[src/common/zx_config.svh]
// port numbers decode the low address byte only
// reset pages follow the page_sel_u layout: bit 7 rom, bit 6 write-disable
`ifndef ZX_CONFIG_SVH
`define ZX_CONFIG_SVH

////////////////////
// i/o ports
////////////////////

// window page write, window in a[15:14]
`define ZX_PORT_PAGE_LO 8'hF7

// window page readback, window in a[9:8]
`define ZX_PORT_RDBK_LO 8'hBE

////////////////////
// power-up windows
////////////////////

// rom page 0 with writes blocked
`define ZX_RST_WIN0 8'hC0
// ram pages 5, 2 and 0
`define ZX_RST_WIN1 8'h05
`define ZX_RST_WIN2 8'h02
`define ZX_RST_WIN3 8'h00

`endif

[src/common/zx_bus_pkg.sv]
// strobe bus operations, one operation per strobe cycle
// window numbers index the four 16 KB quarters of the z80 space
`default_nettype none

package zx_bus_pkg;

	////////////////////
	// bus operations
	////////////////////

	// encoding matches the bus_op pins of the top level
	typedef enum logic [1:0]
	{
		op_io_wr  = 2'd0,
		op_io_rd  = 2'd1,
		op_mem_rd = 2'd2,
		op_mem_wr = 2'd3
	} bus_op_t;

	////////////////////
	// windows
	////////////////////

	// 0 is 0000-3FFF, 3 is C000-FFFF
	typedef logic [1:0] win_idx_t;

endpackage

`default_nettype wire

[src/common/zx_map_pkg.sv]
// page register word and physical address layout
// rom pages are 5 bits, ram pages 7 bits, both over 16 KB pages
`default_nettype none

package zx_map_pkg;

	////////////////////
	// page register
	////////////////////

	// rom view of a window register
	typedef struct packed
	{
		logic       is_rom;
		logic       wr_dis;
		logic       spare;
		logic [4:0] rom_page;
	} rom_sel_t;

	// ram view, no write protection here
	typedef struct packed
	{
		logic       is_rom;
		logic [6:0] ram_page;
	} ram_sel_t;

	// is_rom sits in bit 7 of both views and picks the one to use
	typedef union packed
	{
		rom_sel_t rom;
		ram_sel_t ram;
	} page_sel_u;

	////////////////////
	// physical address
	////////////////////

	// {page[6:0], offset[13:0]}, rom pages zero-extended
	typedef logic [20:0] phys_addr_t;

endpackage

`default_nettype wire

[src/common/zx_core_ifs.sv]
// no back-pressure on either interface
// every strobe is taken in the cycle it is high
`default_nettype none
`timescale 1ns/1ps

// port decode to page registers to translator
interface page_if;
	logic                    wr_stb;
	logic                    fe_stb;
	zx_bus_pkg::win_idx_t    win;
	logic [7:0]              wdata;
	zx_bus_pkg::win_idx_t    rd_win;
	zx_map_pkg::page_sel_u   sel [4];
	logic [7:0]              rd_data;

	modport ctrl (output wr_stb, fe_stb, win, wdata, rd_win, input rd_data);
	modport regs (input wr_stb, fe_stb, win, wdata, rd_win, output sel, rd_data);
	modport xlat (input sel);
endinterface

// memory request from the strobe decoder
interface req_if;
	logic        valid;
	logic        we;
	logic [15:0] addr;
	logic [7:0]  wdata;

	modport ctrl (output valid, we, addr, wdata);
	modport xlat (input valid, we, addr, wdata);
endinterface

`default_nettype wire

[src/logic/bus_ctrl.sv]
// all outputs are registered one cycle after bus_stb
// io_rdata is only meaningful while io_rvalid is high
`default_nettype none
`timescale 1ns/1ps

`include "zx_config.svh"

module bus_ctrl (
	input  wire                  fclk,
	input  wire                  arst_n,
	input  wire                  bus_stb,
	input  zx_bus_pkg::bus_op_t  bus_op,
	input  wire [15:0]           bus_addr,
	input  wire [7:0]            bus_wdata,
	page_if.ctrl                 pg,
	req_if.ctrl                  rq,
	output logic                 io_rvalid,
	output logic [7:0]           io_rdata
);

	logic is_io_wr;
	logic is_io_rd;
	logic is_mem;
	logic page_hit;
	logic fe_hit;
	logic rdbk_hit;
	logic rdbk_q;

	////////////////////
	// strobe decode
	////////////////////

	assign is_io_wr = bus_stb && (bus_op == zx_bus_pkg::op_io_wr);
	assign is_io_rd = bus_stb && (bus_op == zx_bus_pkg::op_io_rd);
	assign is_mem   = bus_stb && ((bus_op == zx_bus_pkg::op_mem_rd) ||
	                              (bus_op == zx_bus_pkg::op_mem_wr));

	// xxF7 has a0 set so it never hits the border port
	assign page_hit = (bus_addr[7:0] == `ZX_PORT_PAGE_LO);
	assign fe_hit   = !bus_addr[0];
	assign rdbk_hit = (bus_addr[7:0] == `ZX_PORT_RDBK_LO);

	always_ff @(posedge fclk or negedge arst_n)
	begin
		if (!arst_n)
		begin
			pg.wr_stb <= 1'b0;
			pg.fe_stb <= 1'b0;
			rq.valid  <= 1'b0;
			io_rvalid <= 1'b0;
			rdbk_q    <= 1'b0;
		end
		else
		begin
			pg.wr_stb <= is_io_wr && page_hit;
			pg.fe_stb <= is_io_wr && fe_hit;
			rq.valid  <= is_mem;
			io_rvalid <= is_io_rd;
			rdbk_q    <= is_io_rd && rdbk_hit;
		end
	end

	// payload follows the strobe, qualified by the control bits above
	always_ff @(posedge fclk)
	begin
		if (bus_stb)
		begin
			pg.win    <= bus_addr[15:14];
			pg.wdata  <= bus_wdata;
			pg.rd_win <= bus_addr[9:8];
			rq.we     <= (bus_op == zx_bus_pkg::op_mem_wr);
			rq.addr   <= bus_addr;
			rq.wdata  <= bus_wdata;
		end
	end

	////////////////////
	// i/o read data
	////////////////////

	// unmapped ports float high on the real bus
	assign io_rdata = rdbk_q ? pg.rd_data : 8'hFF;

	a_op_known: assert property (@(posedge fclk) disable iff (!arst_n)
		bus_stb |-> !$isunknown(bus_op));

endmodule

`default_nettype wire

[src/paging/page_regs.sv]
// window registers load at the end of the wr_stb cycle
// readback is combinational on rd_win
`default_nettype none
`timescale 1ns/1ps

`include "zx_config.svh"

module page_regs (
	input  wire         fclk,
	input  wire         arst_n,
	page_if.regs        pg,
	output logic [2:0]  border,
	output logic        beep
);

	localparam logic [7:0] rst_val [4] = '{
		`ZX_RST_WIN0,
		`ZX_RST_WIN1,
		`ZX_RST_WIN2,
		`ZX_RST_WIN3
	};

	zx_map_pkg::page_sel_u win_q [4];

	////////////////////
	// window registers
	////////////////////

	always_ff @(posedge fclk or negedge arst_n)
	begin
		if (!arst_n)
		begin
			for (int i = 0; i < 4; i++)
			begin
				win_q[i] <= rst_val[i];
			end
		end
		else if (pg.wr_stb)
		begin
			win_q[pg.win] <= pg.wdata;
		end
	end

	assign pg.sel = win_q;

	// raw register byte, both views alike
	assign pg.rd_data = win_q[pg.rd_win];

	////////////////////
	// border and beeper
	////////////////////

	always_ff @(posedge fclk or negedge arst_n)
	begin
		if (!arst_n)
		begin
			border <= 3'd0;
			beep   <= 1'b0;
		end
		else if (pg.fe_stb)
		begin
			border <= pg.wdata[2:0];
			// bit 3 is tape out, not kept
			beep   <= pg.wdata[4];
		end
	end

	// the decoder keeps xxF7 and the a0-clear ports apart
	a_one_port: assert property (@(posedge fclk) disable iff (!arst_n)
		!(pg.wr_stb && pg.fe_stb));

endmodule

`default_nettype wire

[src/paging/addr_xlat.sv]
// request is registered here, so mem_req follows req valid by one cycle
// only rom windows can be write-disabled
`default_nettype none
`timescale 1ns/1ps

module addr_xlat (
	input  wire                     fclk,
	input  wire                     arst_n,
	page_if.xlat                    pg,
	req_if.xlat                     rq,
	output logic                    mem_req,
	output logic                    mem_we,
	output logic                    mem_rom,
	output zx_map_pkg::phys_addr_t  mem_addr,
	output logic [7:0]              mem_wdata,
	output logic                    wr_blocked
);

	zx_bus_pkg::win_idx_t   win;
	zx_map_pkg::page_sel_u  cur;
	logic                   is_rom;
	logic [6:0]             page;
	logic                   blocked;

	////////////////////
	// window decode
	////////////////////

	assign win = rq.addr[15:14];
	assign cur = pg.sel[win];

	// is_rom is shared, so either view gives it
	assign is_rom = cur.rom.is_rom;

	assign page = is_rom ? {2'b00, cur.rom.rom_page} : cur.ram.ram_page;

	assign blocked = rq.we && is_rom && cur.rom.wr_dis;

	////////////////////
	// request register
	////////////////////

	always_ff @(posedge fclk or negedge arst_n)
	begin
		if (!arst_n)
		begin
			mem_req    <= 1'b0;
			wr_blocked <= 1'b0;
		end
		else
		begin
			mem_req    <= rq.valid && !blocked;
			wr_blocked <= rq.valid && blocked;
		end
	end

	always_ff @(posedge fclk)
	begin
		if (rq.valid)
		begin
			mem_we    <= rq.we;
			mem_rom   <= is_rom;
			mem_addr  <= {page, rq.addr[13:0]};
			mem_wdata <= rq.wdata;
		end
	end

	// request payload and its window register must be settled
	a_req_known: assert property (@(posedge fclk) disable iff (!arst_n)
		rq.valid |-> !$isunknown({rq.we, rq.addr, is_rom, page}));

endmodule

`default_nettype wire

[src/logic/zx_mem_top.sv]
// paging core behind a single-cycle strobe bus
// memory data is returned by external memory, not through this core
`default_nettype none
`timescale 1ns/1ps

module zx_mem_top (
	input  wire                     fclk,
	input  wire                     arst_n,
	input  wire                     bus_stb,
	input  zx_bus_pkg::bus_op_t     bus_op,
	input  wire [15:0]              bus_addr,
	input  wire [7:0]               bus_wdata,
	output logic                    io_rvalid,
	output logic [7:0]              io_rdata,
	output logic                    mem_req,
	output logic                    mem_we,
	output logic                    mem_rom,
	output zx_map_pkg::phys_addr_t  mem_addr,
	output logic [7:0]              mem_wdata,
	output logic                    wr_blocked,
	output logic [2:0]              border,
	output logic                    beep
);

	page_if pg ();
	req_if  rq ();

	bus_ctrl u_ctrl (
		.fclk      (fclk),
		.arst_n    (arst_n),
		.bus_stb   (bus_stb),
		.bus_op    (bus_op),
		.bus_addr  (bus_addr),
		.bus_wdata (bus_wdata),
		.pg        (pg.ctrl),
		.rq        (rq.ctrl),
		.io_rvalid (io_rvalid),
		.io_rdata  (io_rdata)
	);

	page_regs u_regs (
		.fclk   (fclk),
		.arst_n (arst_n),
		.pg     (pg.regs),
		.border (border),
		.beep   (beep)
	);

	addr_xlat u_xlat (
		.fclk       (fclk),
		.arst_n     (arst_n),
		.pg         (pg.xlat),
		.rq         (rq.xlat),
		.mem_req    (mem_req),
		.mem_we     (mem_we),
		.mem_rom    (mem_rom),
		.mem_addr   (mem_addr),
		.mem_wdata  (mem_wdata),
		.wr_blocked (wr_blocked)
	);

endmodule

`default_nettype wire

[config.mk]
export PLATFORM = sky130hd
export DESIGN_NAME = zx_mem_top
export DESIGN_NICKNAME = d
export VERILOG_FILES = /design/src/common/zx_bus_pkg.sv /design/src/common/zx_map_pkg.sv /design/src/common/zx_core_ifs.sv /design/src/logic/bus_ctrl.sv /design/src/paging/page_regs.sv /design/src/paging/addr_xlat.sv /design/src/logic/zx_mem_top.sv
export VERILOG_INCLUDE_DIRS = /design/src /design/src/common
export SDC_FILE = /design/constraint.sdc
export NUM_CORES = 1
export LEC_CHECK = 0
export BUFFER_PORTS_ARGS = -buffer_cell sky130_fd_sc_hd__clkbuf_2
export CAP_MARGIN = 10
export CORE_ASPECT_RATIO = 1.75
export CORE_UTILIZATION = 40
export DETAILED_ROUTE_END_ITERATION = 6
export RECOVER_POWER = 50
export SYNTH_ARGS = -nofsm -noshare
export SYNTH_HDL_FRONTEND = slang
export SYNTH_SLANG_ARGS = --single-unit
[constraint.sdc]
create_clock -name fclk -period 1.95 [get_ports fclk]
set_input_delay 0.2925 -clock fclk [delete_from_list [all_inputs] [get_ports fclk]]
set_output_delay 0.2925 -clock fclk [all_outputs]
set_load 0.01 [all_outputs]
### After elaboration in Yosys (flattened, before gate mapping)

Index checks and enable logic that the tools add are counted.

| operators by class | value |
|---|---|
| eq/ne operators | 5 |
| reductions and logical operators | 15 |
| bitwise operators | 3 |
| mux-type cells | 10 |
| $lt $le $gt $ge | 4 |

Operator list:

| kind | number |
|---|---|
| 8-bit 2-to-1 mux | 6 |
| 8-bit binary-select mux with 2-bit select | 2 |
| 32-bit bitwise mux | 1 |
| 8-bit demux with 2-bit select | 1 |
| 8-bit equality test, second input constant | 2 |
| 1-bit logical AND | 11 |
| 3-bit greater-or-equal comparator, second input constant | 3 |
| 2-bit inverter with 3-bit output | 3 |
| 2-bit equality test, second input constant | 2 |
| 3-bit by 1-bit < comparator with 1-bit output, second input constant | 1 |
| 2-bit by 1-bit equality test with 1-bit output, second input constant | 1 |
| 1-bit logical NOT | 2 |
| 2-bit logical NOT | 1 |
| 1-bit logical OR | 1 |

| word-level totals | value |
|---|---|
| output and inout port bits | 46 |
| register bits after elaboration | 103 |
| logic and storage cells | 60 |
| input bits | 29 |

### Depth between registers and ports, before layout

Gate-level depths: netlist of run 1.

| depth | value |
|---|---|
| depth in word-level cells | 8 |
| depth in mapped cells | 3 |
| gate-level depth less buffers | 2 |

### By module

From an unflattened synthesis of run 1, not the netlist that was laid out.

| second synthesis, totals | value |
|---|---|
| cells, all modules | 195 |
| area total of the unflattened synthesis | 3,871.2 um^2 |

Modules (own cells, without submodules):

| module | cells an instance | area an instance (um^2) | times used | sequential area each (um^2) |
|---|---|---|---|---|
| page_regs | 86 | 1,552.7 | 1 | 907.1 |
| addr_xlat | 48 | 1,216.2 | 1 | 980.9 |
| bus_ctrl | 61 | 1,102.3 | 1 | 875.8 |

### Worst setup path before layout of run 1

No wires, ideal clock.

| path | value |
|---|---|
| path kind | register to output |
| start | register u_ctrl.rq.addr[8] (netlist name) |
| end | output io_rdata[7] |
| slack | 408 ps |
| path buffers | 1 |
| stages on the path, launching flop included | 4 |
| data arrival time | 1,249 ps |
| data required time | 1,657 ps |
| cells stage by stage | edfxtp_1 -> buf_2 -> mux4_2 -> nand2b_1 |

RTL lines:

| what | line | source |
|---|---|---|
| end, declared | zx_mem_top.sv:14 | `output logic [7:0] io_rdata,` |

==> results of run 1 <==
cells in the final DEF, fill, tap and decap left out, drive strengths merged:
cell type and count:
nand3 2, a31oi 1, mux4 16, dfrtp 38, clkinvlp 3, nor2b 2
nand3b 3, and4 1, edfxtp 56, buf 5, nor3b 2, clkbuf 86
nand2b 8, mux2 36, nor2 1, nor4 1, dfstp 5, and2 2
nand2 1, clkinv 1, or3b 1, nor4bb 1, and3b 1, inv 4
kinds of logic (layout without fill, tap and decap cells):
logic type / Yosys count / count (layout) / synth area share [%]
muxes: 52 / 52 / 20.9
buffers and inverters: 5 / 99 / 0.988
DFF: 99 / 99 / 72.8
AOI/OAI and AO/OA: 1 / 1 / 0.165
and+or+nand+nor: 26 / 26 / 5.17
metrics by stage:
step,setup slack (ns),power (W)
floorplan,0.408,0.00255
global placement,0.196,0.00271
detailed placement,0.198,0.00272
CTS,-0.0386,0.00439
global route,-0.110,0.00450
finish,-0.0266,0.00434
what timing repair did:
item,4_1_cts,5_1_grt
endpoints found under the setup margin,8,8
resized for setup,2,0
cloned,0,0
flip-flops by register name (all words and copies together), names as in the netlist:
| name | cells |
|---|---|
| u_ctrl.rq.addr | 15 |
| u_ctrl.pg.win | 1 |
| u_xlat.mem_req | 1 |
| u_ctrl.pg.wdata | 8 |
| u_regs.pg.sel | 32 |
| u_ctrl.rq.we | 1 |
| u_ctrl.io_rvalid | 1 |
| u_ctrl.pg.wr_stb | 1 |
| u_regs.beep | 1 |
| u_ctrl.pg.fe_stb | 1 |
| u_xlat.wr_blocked | 1 |
| u_xlat.mem_rom | 1 |
| u_xlat.mem_we | 1 |
| u_ctrl.rq.valid | 1 |
| u_xlat.mem_addr | 21 |
| u_xlat.mem_wdata | 8 |
| u_ctrl.rdbk_q | 1 |
| u_regs.border | 3 |
routing by layer:
| metal | vias up | track usage (%) |
|---|---|---|
| li1 | 901 | - |
| met1 | 1034 | 19.6 |
| met2 | 51 | 27.6 |
| met3 | 11 | 3.99 |
| met4 | 0 | 6.86 |
| met5 | - | 0 |
path summary, 6_finish.rpt:
check / slack [ns] / startpoint / endpoint / cells after the start
setup / recovery: -0.03 / u_ctrl.rq.addr[9] / io_rdata[1] / 3
hold / removal: 0.12 / bus_wdata[3] / u_ctrl.pg.wdata[3] / 1
setup reg to reg: 0.21 / u_ctrl.rq.addr[14] / u_regs.pg.sel[26] / 3
hold reg to reg: 0.42 / u_ctrl.rq.addr[5] / u_xlat.mem_addr[5] / 0
max in group asynchronous: 1.05 / arst_n / u_regs.pg.sel[6] / 2
min in group asynchronous: 0.23 / arst_n / u_regs.border[1] / 2
report_power, final:
part / total (W) / switching (W) / internal [W] / leakage [nW]
Combinational: 0.000253 / 0.000138 / 0.000115 / 0.737
Clock: 0.00167 / 0.000789 / 0.000884 / 0.131
Sequential: 0.00241 / 0.0000676 / 0.00234 / 1.11
Total: 0.00434 / 0.000994 / 0.00334 / 1.98
layout make-up:
class / instances / area [um^2]
fill: 758 / 4520
sequential: 99 / 2760
multi-input combinational: 79 / 1010
timing repair buffer: 82 / 420
clock buffer: 9 / 225
tap: 120 / 150
clock inverter: 7 / 60.1
inverter: 1 / 3.75
==> out/results.tsv, run 1 <==
stage	metric	value	unit
status	status	complete, but fails checks	
status	violations in the final reports	negative setup slack	
route	Final Routed Wirelength	7180	um
floorplanning	y dimension of the die	131	um
floorplanning	placeable core area	9150	um^2
synth	mean instance size in the synthesized netlist	20.7	um^2
sta	final worst path period need	1.98	ns
clocking	Bufs on Longest Clock Path	2	
placement	Inst Count DP	381	
route	via count	1997	
floorplanning	Horiz. Die Dim	75.6	um
sta	Hold Slack	0.120	ns
final_layout	end-of-flow core utilization	50.6	%
setup_path	slowest cell delay on critical path	0.65	ns
synth	dominant cell by count in the synthesized netlist	sky130_fd_sc_hd__edfxtp_1	
setup_path	crit start category	register	
synth	share of the synthesized area in the top cell type	44.3	%
route	highest metal used	met4	
setup_path	maximum fanout encountered on the critical timing path	9	
global_route	GRT Total Usage	16.3	%
clocking	Clk Latency, worst-skew pair	0.34	ns
synth	number of distinct standard cells referenced by the synthesized netlist	28	
route	antenna-violating nets left	0	
route	Initial DRT Pass Iterations	4	
clocking	TritonCTS buffer count	9	
route	wire length per cell after detailed routing	18.1	um
sta	actual slew at the worst max-slew pin	1.10	ns
global_route	antenna violations before repair	0	
setup_path	cell family with the largest share of critical-path delay	flip-flops	
synth	cell types occupying the most area after synthesis	sky130_fd_sc_hd__edfxtp_1 44%, sky130_fd_sc_hd__dfrtp_1 25%, sky130_fd_sc_hd__mux2_2 11%, sky130_fd_sc_hd__mux4_2 5.3%, sky130_fd_sc_hd__mux4_1 4.8%	
hold_path	kind of path behind the tightest hold check	in2reg	
final_layout	antenna diode count	0	
clocking	TritonCTS sink count	99	
final_layout	fraction of final layout cells with drive strength greater than 1	51.6	%
sta	Fin Clk Skew	0.00387	ns
synth	cell area after synthesis	3800	um^2
final_layout	Nets	301	
route	Initial DRC Count	79	
floorplanning	area of the die	9900	um^2
power	worst voltage drop across the vdd grid	526	uV
power	Leakage	1.98	nW
global_route	total gr overflow	0	
flow_run	Maximum Capacitance Violations	0	
sta	Final TNS setup	-0.0787	ns
synth	count of warnings emitted by yosys	0	
final_layout	Layout area overhead	22.0	%
final_layout	final design instance area without fill	4630	um^2
sta	RSZ-0062 raised after global routing	yes	
power	PwrDens	936	nW/um^2
route	vias per cell	5.03	
sta	final count of negative-setup-slack endpoints	7	
placement	post-detailed-placement cell area	4360	um^2
route	Remaining DRCs	0	
final_layout	final non-filler cell total	397	
setup_path	master of the slowest instance on the critical path	sky130_fd_sc_hd__edfxtp_1	
clocking	hold_buf cts	0	
setup_path	Critical Path Sink Type	output port	
setup_path	Critical Setup Path Class	reg2out	
synth	Post-Syn Instances	183	
floorplanning	initial core utilization	41.5	%
sta	Slew Limit Headroom	26.4	%
synth	flip-flop and latch count after synthesis	99	
clocking	library cell used as clock root buffer	sky130_fd_sc_hd__clkbuf_16	
synth	Post-synth EDFFs	56	
synth	Yosys top cell by area	sky130_fd_sc_hd__edfxtp_1	
placement	IO buf count	74	
sta	Hold Violations, Final	0	
clocking	TritonCTS clock tree	done	
clocking	Setup Buffers After CTS	0	
synth	dominant synthesized flop cell	sky130_fd_sc_hd__edfxtp_1	
global_route	wire length of the first global-routing pass	11200	um
setup_path	count of buffer and inverter cells on the critical path	1	
synth	Mapped Nets	212	
global_route	pin count of the biggest net entering global routing	44	
route	total length of routed met2 wires	3900	um
sta	final count of pins violating max slew	0	
sta	ratio of final minimum period to clock period	101	%
sta	maximum operating frequency	0.506	GHz
clocking	H-tree Lvls	3	
clocking	clock transition at the registers of the reported paths	0.07	ns
global_route	via count of the first global-routing pass	2057	
setup_path	CP cell instances	mux4_2, nand2b_1, clkbuf_2	
route	detailed-routed wire length on met3	237	um
synth	share of synthesized flip-flops with an asynchronous set or reset	43.4	%
placement	HPWL Detailed	4970	um
setup_path	data required time at the worst endpoint	1.66	ns
route	Met1 Routed Length	2900	um
floorplanning	floorplan row count	46	
sta	final setup margin	-0.0266	ns
floorplanning	I/O pins	75	
synth	most common library cells after synthesis	56 x sky130_fd_sc_hd__edfxtp_1, 38 x sky130_fd_sc_hd__dfrtp_1, 36 x sky130_fd_sc_hd__mux2_2	
setup_path	CP arrival	1.68	ns
placement	global placement routability congestion	0.758	
synth	share of synthesized area occupied by flip-flops and latches	72.8	%
Note: power is estimated with default switching activity, not from simulation.
==> run 2: changes to the inputs <==
--- a/config.mk
+++ b/config.mk
@@ -11,6 +11,7 @@
 export CORE_ASPECT_RATIO = 1.75
 export CORE_UTILIZATION = 40
 export DETAILED_ROUTE_END_ITERATION = 6
+export PLACE_DENSITY = 0.65
 export RECOVER_POWER = 50
 export SYNTH_ARGS = -nofsm -noshare
 export SYNTH_HDL_FRONTEND = slang
==> run 2 against run 1 <==
  * The flow still finishes with violations (negative setup slack)
  * Final area rose by 0.11%
  * Clock power barely moved
  * Non-clock buffer count did not move
  * Final cell count did not move
  * Worst setup slack improved by 0.0067 ns
  * Largest cell class unchanged
==> out/results.tsv, run 2 (synthesis results as in run 1) <==
stage	metric	value	unit
final_layout	Nets	301	
clocking	clock transition at the registers of the reported paths	0.06	ns
setup_path	FF-to-FF path depth	4	
power	PwrDens	939	nW/um^2
global_route	antenna violations before repair	0	
power	internal power of the cells	0.00345	W
setup_path	reg-to-reg endpoint	u_regs.pg.sel[27]	
setup_path	slowest cell delay on critical path	0.52	ns
clocking	Bufs on Longest Clock Path	2	
sta	Fin Clk Skew	0.00551	ns
sta	Slew Limit Headroom	26.6	%
placement	post-detailed-placement cell area	4370	um^2
sta	final count of negative-setup-slack endpoints	3	
placement	global placement routability congestion	0.759	
clocking	Clk Latency, worst-skew pair	0.34	ns
global_route	pin count of the biggest net entering global routing	44	
global_route	total gr overflow	0	
power	sequential cell fraction of total power	55.4	%
clocking	hold_buf cts	0	
final_layout	commonest cells after routing, fill and taps aside	67 x sky130_fd_sc_hd__clkbuf_2, 56 x sky130_fd_sc_hd__edfxtp_1, 38 x sky130_fd_sc_hd__dfrtp_1, 36 x sky130_fd_sc_hd__mux2_2, 11 x sky130_fd_sc_hd__clkbuf_1	
power	worst voltage drop across the vdd grid	489	uV
final_layout	most common cell after layout, fill and taps aside	sky130_fd_sc_hd__clkbuf_2	
flow_run	Maximum Capacitance Violations	0	
sta	Hold Violations, Final	0	
clocking	TritonCTS buffer count	9	
route	Final Routed Wirelength	6980	um
route	via count	1965	
final_layout	final design instance area without fill	4640	um^2
placement	worst-case setup slack after placement	0.332	ns
setup_path	Critical Path Sink Type	output port	
final_layout	fraction of final layout cells with drive strength greater than 1	50.9	%
setup_path	worst r2r src	u_ctrl.rq.addr[14]	
floorplanning	placeable core area	9150	um^2
power	total power	0.00435	W
power	portion of total power attributed to the clock network	38.9	%
clocking	TritonCTS clock tree	done	
floorplanning	Horiz. Die Dim	75.6	um
route	antenna-violating nets left	0	
setup_path	Critical Setup Path Class	reg2out	
hold_path	kind of path behind the tightest hold check	in2reg	
setup_path	master of the slowest instance on the critical path	sky130_fd_sc_hd__mux4_2	
placement	IO buf count	74	
route	vias per cell	4.95	
placement	HPWL Detailed	4930	um
setup_path	maximum fanout encountered on the critical timing path	9	
hold_path	hold path cells	1	
global_route	GRT Total Usage	15.9	%
global_route	wire length of the first global-routing pass	10700	um
floorplanning	area of the die	9900	um^2
global_route	via count of the first global-routing pass	1975	
sta	final setup margin	-0.0199	ns
clocking	library cell used as clock root buffer	sky130_fd_sc_hd__clkbuf_16	
route	Initial DRC Count	82	
floorplanning	initial core utilization	41.5	%
floorplanning	I/O pins	75	
floorplanning	y dimension of the die	131	um
hold_path	hold path start	bus_wdata[6]	
sta	final worst path period need	1.97	ns
sta	RSZ-0062 raised after global routing	yes	
sta	final count of pins violating max slew	0	
setup_path	CP arrival	1.68	ns
sta	maximum operating frequency	0.508	GHz
sta	Hold Slack	0.128	ns
setup_path	reg-to-reg slack, setup	0.34	ns
route	Initial DRT Pass Iterations	4	
setup_path	crit start category	register	
sta	actual slew at the worst max-slew pin	1.10	ns
setup_path	CP cell instances	buf_12, mux4_2, nand2b_1, clkbuf_2	
power	sw power	0.000907	W
final_layout	antenna diode count	0	
route	Remaining DRCs	0	
power	Leakage	1.99	nW
power	switching portion of total power	20.8	%
clocking	post-cts repair resize count	0	
setup_path	cell family with the largest share of critical-path delay	multiplexers	
route	wire length per cell after detailed routing	17.6	um
sta	ratio of final minimum period to clock period	101	%
hold_path	Hold Crit Endpoint	u_ctrl.pg.wdata[6]	
setup_path	data required time at the worst endpoint	1.66	ns
clocking	H-tree Lvls	3	
floorplanning	floorplan row count	46	
final_layout	Layout area overhead	22.2	%
setup_path	count of buffer and inverter cells on the critical path	2	
clocking	TritonCTS sink count	99	
final_layout	max FFs per register	32	
status	violations in the final reports	negative setup slack	
status	status	complete, but fails checks	
power	share of total power in combinational logic	5.7	%
clocking	Setup Buffers After CTS	0	
run 2: how the worst max path moves through the flow:
| stage | start | end | slack, ns | depth (start not counted) |
|---|---|---|---|---|
| floorplan | u_ctrl.rq.addr[8] | io_rdata[7] | 0.41 | 3 |
| global placement | u_ctrl.rq.addr[8] | io_rdata[2] | 0.33 | 4 |
| detailed placement | u_ctrl.rq.addr[8] | io_rdata[2] | 0.33 | 4 |
| CTS | u_ctrl.rq.addr[8] | io_rdata[2] | -0.04 | 4 |
| global route | u_ctrl.rq.addr[8] | io_rdata[4] | -0.09 | 4 |
| finish | u_ctrl.rq.addr[8] | io_rdata[2] | -0.02 | 4 |
run 2: area by class of cell:
type / instances / area (um^2)
Clock buffer: 11 / 233
Clock inverter: 5 / 53.8
Fill cell: 775 / 4510
Inverter: 1 / 3.75
Multi-Input combinational cell: 79 / 995
Sequential cell: 99 / 2760
Tap cell: 120 / 150
Timing Repair Buffer: 82 / 439
run 2: through the flow:
step | util [%] | TNS, ns | cells
2_1_floorplan | - | 0 | 183
3_3_place_gp | 47.7 | 0 | 381
3_5_place_dp | 47.7 | 0 | 381
4_1_cts | 50.9 | -0.145 | 397
5_1_grt | 50.7 | -0.455 | 397
6_report | 50.7 | -0.0328 | 397
run 2: power groups by stage:
stage	registers, W	logic [W]	clock network (W)
2_1_floorplan	0.00247	0.0000776	0
3_3_place_gp	0.00245	0.000256	0
3_5_place_dp	0.00246	0.000261	0
4_1_cts	0.00241	0.000261	0.00173
5_1_grt	0.00243	0.000275	0.00182
6_report	0.00241	0.000250	0.00169
run 2: per-layer routing:
layer	part of all wire, %	track usage, %	wire length [um]
met2	55	27.3	3870
met1	38	17.3	2630
met3	3.4	2.91	237
met4	3.5	10.8	246
met5	0	0	0
==> run 3: changes to the inputs <==
--- a/config.mk
+++ b/config.mk
@@ -8,7 +8,8 @@
 export LEC_CHECK = 0
 export BUFFER_PORTS_ARGS = -buffer_cell sky130_fd_sc_hd__clkbuf_2
 export CAP_MARGIN = 10
-export CORE_ASPECT_RATIO = 1.75
+export CORE_ASPECT_RATIO = 1.1
+export CORE_MARGIN = 8
 export CORE_UTILIZATION = 40
 export DETAILED_ROUTE_END_ITERATION = 6
 export PLACE_DENSITY = 0.65
==> run 3 against run 2 <==
  * The flow still finishes with violations (negative setup slack)
  * Critical path depth stayed put
  * Power is 7.7% lower
  * Final area is 0.92% lower
  * Sequential power hardly changed
  * Non-clock buffer count is 3 higher
  * Clock power is 20% lower
  * First-iteration DRC count is 2.4% lower
  * Fmax is 0.74% lower
  * Clock skew is 0.0040 ns higher
  * Register-to-register slack worse by 0.04 ns
  * Critical path type unchanged
  * Largest power group unchanged
==> out/results.tsv, run 3 (synthesis results as in run 1) <==
stage	metric	value	unit
floorplanning	I/O pins	75	
placement	Inst Count DP	378	
sta	Fin Clk Skew	0.00947	ns
status	status	complete, but fails checks	
setup_path	data required time at the worst endpoint	1.66	ns
final_layout	end-of-flow core utilization	49.4	%
sta	maximum operating frequency	0.504	GHz
clocking	library cell used as clock root buffer	sky130_fd_sc_hd__clkbuf_8	
power	worst voltage drop across the vdd grid	402	uV
sta	final worst path period need	1.98	ns
hold_path	hold path start	bus_addr[9]	
final_layout	final non-filler cell total	397	
sta	Final TNS setup	-0.0847	ns
setup_path	slowest cell delay on critical path	0.50	ns
setup_path	maximum fanout encountered on the critical timing path	9	
route	wire length per cell after detailed routing	18.9	um
setup_path	master of the slowest instance on the critical path	sky130_fd_sc_hd__mux4_2	
setup_path	Critical Path Sink Type	output port	
placement	IO buf count	74	
global_route	total gr overflow	0	
flow_run	Maximum Capacitance Violations	0	
sta	actual slew at the worst max-slew pin	1.10	ns
floorplanning	Horiz. Die Dim	109	um
sta	Hold Violations, Final	0	
final_layout	max FFs per register	32	
final_layout	fillcell total	805	
floorplanning	initial core utilization	40.8	%
floorplanning	floorplan row count	37	
sta	Slew Limit Headroom	27.0	%
route	antenna-violating nets left	0	
status	violations in the final reports	negative setup slack	
floorplanning	area of the die	12900	um^2
clocking	Bufs on Longest Clock Path	2	
power	Leakage	1.98	nW
setup_path	startpoint of the worst setup timing path	u_ctrl.rq.addr[8]	
final_layout	commonest cells after routing, fill and taps aside	62 x sky130_fd_sc_hd__clkbuf_2, 56 x sky130_fd_sc_hd__edfxtp_1, 38 x sky130_fd_sc_hd__dfrtp_1, 36 x sky130_fd_sc_hd__mux2_2, 12 x sky130_fd_sc_hd__clkbuf_1	
placement	global placement routability congestion	0.705	
setup_path	Critical Setup Path Class	reg2out	
route	Final Routed Wirelength	7490	um
setup_path	CP arrival	1.69	ns
power	PwrDens	875	nW/um^2
route	Initial DRC Count	80	
setup_path	crit start category	register	
sta	final setup margin	-0.0345	ns
clocking	TritonCTS buffer count	9	
global_route	pin count of the biggest net entering global routing	27	
floorplanning	y dimension of the die	118	um
clocking	H-tree Lvls	3	
route	vias per cell	4.96	
floorplanning	placeable core area	9310	um^2
global_route	GRT Total Usage	12.4	%
clocking	TritonCTS clock tree	done	
clocking	clock transition at the registers of the reported paths	0.10	ns
placement	HPWL Detailed	5390	um
final_layout	most common cell after layout, fill and taps aside	sky130_fd_sc_hd__clkbuf_2	
global_route	wire length of the first global-routing pass	11800	um
sta	final count of negative-setup-slack endpoints	7	
global_route	via count of the first global-routing pass	2146	
global_route	antenna violations before repair	0	
clocking	TritonCTS sink count	99	
route	Initial DRT Pass Iterations	4	
final_layout	antenna diode count	0	
final_layout	Nets	304	
setup_path	worst r2r src	u_ctrl.rq.addr[14]	
sta	ratio of final minimum period to clock period	102	%
sta	Hold Slack	0.106	ns
sta	RSZ-0062 raised after global routing	yes	
power	total power	0.00402	W
sta	final count of pins violating max slew	0	
route	Remaining DRCs	0	
setup_path	cell family with the largest share of critical-path delay	multiplexers	
setup_path	CP cell instances	buf_12, mux4_2, nand2b_1, clkbuf_2	
final_layout	Layout area overhead	21.1	%
hold_path	kind of path behind the tightest hold check	in2reg	
final_layout	fraction of final layout cells with drive strength greater than 1	51.1	%
setup_path	count of buffer and inverter cells on the critical path	2	
clocking	Clk Latency, worst-skew pair	0.35	ns
route	via count	1969	
==> run 3: changes by cell type in the layout (fill, tap and decap cells not counted), moves of 2 or more <==
cell	previous run	this run
sky130_fd_sc_hd__clkbuf_8	0	10
sky130_fd_sc_hd__clkbuf_16	9	0
sky130_fd_sc_hd__inv_6	0	2
sky130_fd_sc_hd__clkbuf_2	67	62
sky130_fd_sc_hd__buf_4	4	7
==> run 3: repair_timing <==
action | in CTS | in global routing
hold buffers | 1 | 0
buffers inserted | 2 | 0
resized for setup | 2 | 1
hold endpoints to repair | 16 | 0
cloned | 0 | 0
setup endpoints to repair | 8 | 8
==> run 3: area by class of cell <==
cell class / count / area [um^2] / share of cell area [%]
well taps: 117 / 146 / 3.19
repair buffers: 85 / 478 / 10.4
flip-flops and latches: 99 / 2760 / 60.1
clock buffers: 10 / 138 / 2.99
clock inverters: 6 / 71.3 / 1.55
inverters: 1 / 3.75 / 0.0817
multi-input cells: 79 / 995 / 21.6
==> run 3: worst paths after layout <==
| kind | endpoint | slack [ns] | cells after the start |
|---|---|---|---|
| max | io_rdata[0] | -0.03 | 4 |
| min | u_ctrl.rq.addr[9] | 0.11 | 1 |
| max reg2reg | u_xlat.mem_addr[16] | 0.30 | 2 |
| min reg2reg | u_xlat.mem_addr[7] | 0.42 | 0 |
| max in group asynchronous | u_regs.pg.sel[31] | 0.51 | 3 |
| min in group asynchronous | u_xlat.mem_req | 0.65 | 2 |
==> run 3: per-layer routing <==
metal,track usage [%],share of wire (%)
met1,14.5,40
met3,2.28,4.3
met4,7.46,3.1
met2,20.5,52
met5,0,0
==> run 3: power by group <==
group | switching (W) | internal [W]
Combinational | 0.000143 | 0.000126
Clock | 0.000703 | 0.000644
Sequential | 0.0000652 | 0.00234
Total | 0.000911 | 0.00311
==> run 3: stage by stage <==
| stage | cell area, um^2 | setup slack [ns] |
|---|---|---|
| floorplan | 3800 | 0.408 |
| global placement | 4350 | 0.304 |
| detailed placement | 4350 | 0.283 |
| CTS | 4610 | -0.0846 |
| global route | 4600 | -0.108 |
| finish | 4600 | -0.0345 |
